$ cat src/adder_pkg.sv
// Shared widths, prefix tree dimensions and opcode type for the pipelined prefix adder and its testbench
`default_nettype none

package adder_pkg;

	// Operand and sum width
	localparam int ADDER_WIDTH = 12;

	// Column 0 carries cin, columns 1..12 follow operand bits 0..11
	localparam int PG_COLUMNS = ADDER_WIDTH + 1;

	// Knowles [1,1,1,1] tree, spans 1, 2, 4 and 8
	localparam int PREFIX_LEVELS = 4;

	// Operation select
	// SUB inverts b before the tree; cin = 1 then gives a - b
	typedef enum logic [0:0] {
		OP_ADD = 1'b0,
		OP_SUB = 1'b1
	} op_e;

endpackage : adder_pkg

`default_nettype wire

$ cat src/knowles_level.sv
// One registered Knowles prefix level; merges every column with the column SPAN below it
`timescale 1ns/1ps
`default_nettype none

module knowles_level #(
	parameter int SPAN = 1
) (
	input  logic                                clk,
	input  logic                                rst_n,
	input  logic                                in_valid,
	input  logic [adder_pkg::PG_COLUMNS-1:0]    gen_in,
	input  logic [adder_pkg::PG_COLUMNS-1:0]    prop_in,
	input  logic [adder_pkg::ADDER_WIDTH-1:0]   half_sum_in,
	output logic                                out_valid,
	output logic [adder_pkg::PG_COLUMNS-1:0]    gen_out,
	output logic [adder_pkg::PG_COLUMNS-1:0]    prop_out,
	output logic [adder_pkg::ADDER_WIDTH-1:0]   half_sum_out
);

	logic [adder_pkg::PG_COLUMNS-1:0] gen_next;
	logic [adder_pkg::PG_COLUMNS-1:0] prop_next;

	genvar col;

	generate
		for (col = 0; col < adder_pkg::PG_COLUMNS; col++) begin : g_col
			if (col < SPAN) begin : g_done
				// Group already reaches column 0
				assign gen_next[col]  = gen_in[col];
				assign prop_next[col] = prop_in[col];
			end else if (col < 2 * SPAN) begin : g_grey
				// Lower partner is complete, so only the group generate matters.
				// The merged group contains column 0, whose propagate is 0.
				assign gen_next[col]  = gen_in[col] | (prop_in[col] & gen_in[col-SPAN]);
				assign prop_next[col] = 1'b0;
			end else begin : g_black
				// Both halves still open
				assign gen_next[col]  = gen_in[col] | (prop_in[col] & gen_in[col-SPAN]);
				assign prop_next[col] = prop_in[col] & prop_in[col-SPAN];
			end
		end
	endgenerate

	// Valid strobe
	always_ff @(posedge clk) begin
		if (!rst_n) begin
			out_valid <= 1'b0;
		end else begin
			out_valid <= in_valid;
		end
	end

	// Group terms and delayed half-sum
	always_ff @(posedge clk) begin
		gen_out      <= gen_next;
		prop_out     <= prop_next;
		half_sum_out <= half_sum_in;
	end

	// Column 0 must stay a pure generator through every level
	a_col0_prop_zero: assert property (
		@(posedge clk) disable iff (!rst_n)
		in_valid |-> (prop_in[0] == 1'b0)
	) else $error("knowles_level span %0d: column 0 propagate set", SPAN);

endmodule : knowles_level

`default_nettype wire

$ cat src/pg_precompute.sv
// First pipeline stage of the prefix adder; registers per-column generate/propagate and half-sum bits
`timescale 1ns/1ps
`default_nettype none

module pg_precompute (
	input  logic                                clk,
	input  logic                                rst_n,
	input  logic                                in_valid,
	input  adder_pkg::op_e                      op,
	input  logic [adder_pkg::ADDER_WIDTH-1:0]   a,
	input  logic [adder_pkg::ADDER_WIDTH-1:0]   b,
	input  logic                                cin,
	output logic                                pg_valid,
	output logic [adder_pkg::PG_COLUMNS-1:0]    gen,
	output logic [adder_pkg::PG_COLUMNS-1:0]    prop,
	output logic [adder_pkg::ADDER_WIDTH-1:0]   half_sum
);

	logic [adder_pkg::ADDER_WIDTH-1:0] b_eff;
	logic [adder_pkg::ADDER_WIDTH-1:0] bit_gen;
	logic [adder_pkg::ADDER_WIDTH-1:0] bit_prop;

	// Subtraction uses the one's complement of b, cin supplies the +1
	assign b_eff = (op == adder_pkg::OP_SUB) ? ~b : b;

	assign bit_gen  = a & b_eff;
	assign bit_prop = a ^ b_eff;

	// Valid strobe
	always_ff @(posedge clk) begin
		if (!rst_n) begin
			pg_valid <= 1'b0;
		end else begin
			pg_valid <= in_valid;
		end
	end

	// Column 0 acts as a pure generator for cin
	always_ff @(posedge clk) begin
		gen      <= {bit_gen, cin};
		prop     <= {bit_prop, 1'b0};
		half_sum <= bit_prop;
	end

	// Opcode must decode to a known operation when issued
	a_op_legal: assert property (
		@(posedge clk) disable iff (!rst_n)
		in_valid |-> !$isunknown(op)
	) else $error("pg_precompute: unknown opcode %b with in_valid", op);

endmodule : pg_precompute

`default_nettype wire

$ cat src/prefix_adder_top.sv
// Top of the 6-stage pipelined Knowles adder/subtractor; one operation accepted per cycle
`timescale 1ns/1ps
`default_nettype none

module prefix_adder_top (
	input  logic                                clk,
	input  logic                                rst_n,
	input  logic                                in_valid,
	input  adder_pkg::op_e                      op,
	input  logic [adder_pkg::ADDER_WIDTH-1:0]   a,
	input  logic [adder_pkg::ADDER_WIDTH-1:0]   b,
	input  logic                                cin,
	output logic                                out_valid,
	output logic [adder_pkg::ADDER_WIDTH-1:0]   sum,
	output logic                                cout
);

	// Stage boundary 0 is the precompute output, boundary N the output of level N
	logic                              valid_s    [0:adder_pkg::PREFIX_LEVELS];
	logic [adder_pkg::PG_COLUMNS-1:0]  gen_s      [0:adder_pkg::PREFIX_LEVELS];
	logic [adder_pkg::PG_COLUMNS-1:0]  prop_s     [0:adder_pkg::PREFIX_LEVELS];
	logic [adder_pkg::ADDER_WIDTH-1:0] half_sum_s [0:adder_pkg::PREFIX_LEVELS];

	pg_precompute u_pg_precompute (
		.clk      (clk),
		.rst_n    (rst_n),
		.in_valid (in_valid),
		.op       (op),
		.a        (a),
		.b        (b),
		.cin      (cin),
		.pg_valid (valid_s[0]),
		.gen      (gen_s[0]),
		.prop     (prop_s[0]),
		.half_sum (half_sum_s[0])
	);

	// Spans 1, 2, 4, 8
	genvar lvl;
	generate
		for (lvl = 0; lvl < adder_pkg::PREFIX_LEVELS; lvl++) begin : g_level
			knowles_level #(
				.SPAN (1 << lvl)
			) u_knowles_level (
				.clk          (clk),
				.rst_n        (rst_n),
				.in_valid     (valid_s[lvl]),
				.gen_in       (gen_s[lvl]),
				.prop_in      (prop_s[lvl]),
				.half_sum_in  (half_sum_s[lvl]),
				.out_valid    (valid_s[lvl+1]),
				.gen_out      (gen_s[lvl+1]),
				.prop_out     (prop_s[lvl+1]),
				.half_sum_out (half_sum_s[lvl+1])
			);
		end
	endgenerate

	sum_postcompute u_sum_postcompute (
		.clk         (clk),
		.rst_n       (rst_n),
		.in_valid    (valid_s[adder_pkg::PREFIX_LEVELS]),
		.gen_in      (gen_s[adder_pkg::PREFIX_LEVELS]),
		.prop_in     (prop_s[adder_pkg::PREFIX_LEVELS]),
		.half_sum_in (half_sum_s[adder_pkg::PREFIX_LEVELS]),
		.out_valid   (out_valid),
		.sum         (sum),
		.cout        (cout)
	);

endmodule : prefix_adder_top

`default_nettype wire

$ cat src/sum_postcompute.sv
// Last pipeline stage of the prefix adder; forms sum and carry-out from the finished carries
`timescale 1ns/1ps
`default_nettype none

module sum_postcompute (
	input  logic                                clk,
	input  logic                                rst_n,
	input  logic                                in_valid,
	input  logic [adder_pkg::PG_COLUMNS-1:0]    gen_in,
	input  logic [adder_pkg::PG_COLUMNS-1:0]    prop_in,
	input  logic [adder_pkg::ADDER_WIDTH-1:0]   half_sum_in,
	output logic                                out_valid,
	output logic [adder_pkg::ADDER_WIDTH-1:0]   sum,
	output logic                                cout
);

	logic [adder_pkg::ADDER_WIDTH-1:0] carry;
	logic [adder_pkg::ADDER_WIDTH-1:0] sum_next;
	logic                              cout_next;

	// Column j holds the group through column 0, i.e. the carry into bit j
	assign carry    = gen_in[adder_pkg::ADDER_WIDTH-1:0];
	assign sum_next = half_sum_in ^ carry;

	// Top column already spans every column down to cin
	assign cout_next = gen_in[adder_pkg::PG_COLUMNS-1];

	// Valid strobe
	always_ff @(posedge clk) begin
		if (!rst_n) begin
			out_valid <= 1'b0;
		end else begin
			out_valid <= in_valid;
		end
	end

	// Result registers
	always_ff @(posedge clk) begin
		sum  <= sum_next;
		cout <= cout_next;
	end

	// Any X here traces back to an unknown operand at issue six cycles earlier
	a_result_known: assert property (
		@(posedge clk) disable iff (!rst_n)
		out_valid |-> !$isunknown({sum, cout})
	) else $error("sum_postcompute: unknown result bits sum=%h cout=%b", sum, cout);

endmodule : sum_postcompute

`default_nettype wire
$ cat config.mk
export PLATFORM = sky130hd
export DESIGN_NAME = prefix_adder_top
export DESIGN_NICKNAME = d
export VERILOG_FILES = /design/src/adder_pkg.sv /design/src/knowles_level.sv /design/src/pg_precompute.sv /design/src/prefix_adder_top.sv /design/src/sum_postcompute.sv
export SDC_FILE = /design/constraint.sdc
export NUM_CORES = 1
export LEC_CHECK = 0
export BUFFER_PORTS_ARGS = -buffer_cell sky130_fd_sc_hd__buf_2
export CORE_ASPECT_RATIO = 1.2
export CORE_UTILIZATION = 48
export CTS_CLUSTER_DIAMETER = 150
export DETAILED_ROUTE_END_ITERATION = 16
export PLACE_DENSITY = 0.69
export SLEW_MARGIN = 20
export SYNTH_ARGS = -nofsm -noshare
export SYNTH_HDL_FRONTEND = slang
export SYNTH_SLANG_ARGS = --single-unit
$ cat constraint.sdc
create_clock -name clk -period 1.75 [get_ports clk]
set_clock_uncertainty 0.05 [all_clocks]
set_input_delay 0.35 -clock clk [delete_from_list [all_inputs] [get_ports clk]]
set_output_delay 0.35 -clock clk [all_outputs]
set_load 0.01 [all_outputs]
==> out/results.ini <==
[clock_tree]
path_clk_slew_ps = 60
cts_buffers = 17
post_cts_buffers = 0
cts_num_sinks = 169
cts_root_buffer = clkbuf_8
clockBufferDepth = 2
cts_tree = yes
clk_latency_ps = 510
htree_levels = 4

[sta]
tightest_slew_ps = 335
post-route-min-period_ps = 1340
rsz0062_at_grt = no
drv_slew = 0
max_slew_margin = 0.777
layout_worst_path_cycle_share = 0.766
setup_violations = 0
setup_tns_ps = 0
hold_violations = 0
fmax_ghz = 0.746

[setup_path]
crit_family = flip-flops
path_buf_inv = 1
cp-end-kind = output port
cp.required_ps = 1350
cpMaxStageDelayCell = dfxtp_1
max_stage_delay_ps = 310
regToRegSetupSlack_ps = 1070
arrival_ps = 940
crit_fanout = 1
crit_path_start_kind = flop
path_class = flop to output port
path_cells = buf_2

[drt]
wl_met1_mm = 2.12
wl_mm = 5.29
routedWlPerCell_um = 11.1
drt_iter0_markers = 33
drc = 0
wl_met2_mm = 2.84
top_layer_used = met4
routed_via_density = 4.15
wl_met3_um = 199
via_count = 1986
drtAntennaViolNets = 0
drtPass1Iterations = 4

[pwr]
leakage_nw = 2.50
p_per_area_nw_per_um2 = 1620
ir_worst_vdd_v = 0.000941

[die]
die_h_um = 105
num_rows = 37
initial_core_util = 0.493
io_pins = 43
die_w_um = 87.7
coreArea_um2 = 8560
die_area_um2 = 9190

[grt]
grt_pass1_wl_mm = 8.89
track_usage = 0.139
grt_pass1_vias = 1969
grt_antenna_before_repair = 0
grt_max_degree = 17
gr-total-overflow = 0

[finish]
nNetsFinal = 389
n_antenna_cell = 0
fin_cells = 478
n_fill_cell = 645
drive_gt1_frac = 0.202
syn2layout_area_growth_pct = 24.7

[logic_synthesis]
ys_ff_latch = 169
yosys_warnings = 0
synth_cells = 274
yosys.cell_types.count = 6
avgSynthCellArea_um2 = 15.4
syn_area_um2 = 4230
synth_nets = 315
yosysSeqAreaShare = 0.800

[place]
gp_congestion = 0.691
dp.cells = 432
io_buffers = 42
dp_hpwl_mm = 3.43

[worst_hold_path]
hp-class = input pin to flop

[run]
maxCapViolCount = 0

[outcome]
outcome = finished, final reports clean

[routing by layer]
| metal | GRT usage | vias up |
|---|---|---|
| li1 | - | 1038 |
| met1 | 0.136 | 892 |
| met2 | 0.228 | 47 |
| met3 | 0.0616 | 9 |
| met4 | 0.0972 | 0 |
| met5 | 0 | - |
[report_power, final]
group	total, mW	switching (mW)	leakage [nW]	internal (mW)
combinational	0.462	0.188	0.809	0.273
sequential	4.69	0.238	1.42	4.45
clock	3.36	1.36	0.277	1.99
total	8.51	1.79	2.50	6.72
[cell usage in the layout, fill, tap and decap left out]
cell type	synthesis	layout
dlygate4sd3_1	0	14
bufinv_16	0	1
clkinv_4	0	4
buf_2	0	42
and2_1	31	31
clkbuf_8	0	4
clkbuf_1	0	1
a21o_1	37	37
dfxtp_1	169	169
clkbuf_16	0	16
clkinv_2	0	5
ha_1	12	12
clkinvlp_4	0	1
xor2_1	24	24
[layout make-up]
type / count / area [µm²] / area share
clock inverter: 11 / 97.6 / 0.0185
tap: 117 / 146 / 0.0278
sequential: 169 / 3380 / 0.642
multi-input combinational: 104 / 832 / 0.158
clock buffer: 21 / 459 / 0.0872
timing repair buffer: 56 / 350 / 0.0665
[synth_stat cells]
cell type	number	share of area
dfxtp_1	169	0.80
a21o_1	37	0.066
and2_1	31	0.046
xor2_1	24	0.050
ha_1	12	0.036
buf_6	1	0.0027
[cells by family after synthesis]
family	count (synthesis)	synth area share
flops	169	0.800
compound gates	37	0.0657
simple gates	31	0.0459
xor+xnor	24	0.0497
fa+ha+maj	12	0.0355
buf+inv	1	0.00266
[flip-flops by register name (all words and copies together) (netlist names)]
| signal | count |
|---|---|
| u_pg_precompute.pg_valid | 1 |
| u_sum_postcompute.cout | 1 |
| g_level.u_knowles_level.prop_out | 25 |
| u_pg_precompute.gen | 13 |
| g_level.u_knowles_level.out_valid | 4 |
| u_pg_precompute.prop | 12 |
| u_sum_postcompute.sum | 12 |
| u_sum_postcompute.out_valid | 1 |
| g_level.u_knowles_level.half_sum_out | 48 |
| g_level.u_knowles_level.gen_out | 52 |
[metrics by stage]
stage          power, mW   util  setup slack [ps]  area, µm²  hold slack, ps
2_1_floorplan       4.98      -               693       4230             260
3_3_place_gp        5.19  0.534               501       4570             262
3_5_place_dp        5.22  0.534               449       4570             262
4_1_cts             8.63  0.615               372       5270            25.4
5_1_grt             8.91  0.615               341       5270            40.5
6_report            8.51  0.615               410       5270            47.1
[repair_timing]
action                                 CTS  global route
hold buffers                            14             0
endpoints found under the hold margin   23             0
gates resized for setup                  0             0
[worst paths after layout]
| check | from | end | cells past startpoint |
|---|---|---|---|
| worst max-delay path | u_sum_postcompute.cout$_DFF_P_ | cout | 1 |
| worst min-delay path | rst_n | g_level[3].u_knowles_level.out_valid$_SDFF_PN0_ | 2 |
| worst max register to register | u_pg_precompute.prop[2]$_DFF_P_ | g_level[0].u_knowles_level.gen_out[2]$_DFF_P_ | 1 |
| worst min register to register | g_level[0].u_knowles_level.half_sum_out[4]$_DFF_P_ | g_level[1].u_knowles_level.half_sum_out[4]$_DFF_P_ | 0 |
(Power assumes the default switching activity.)
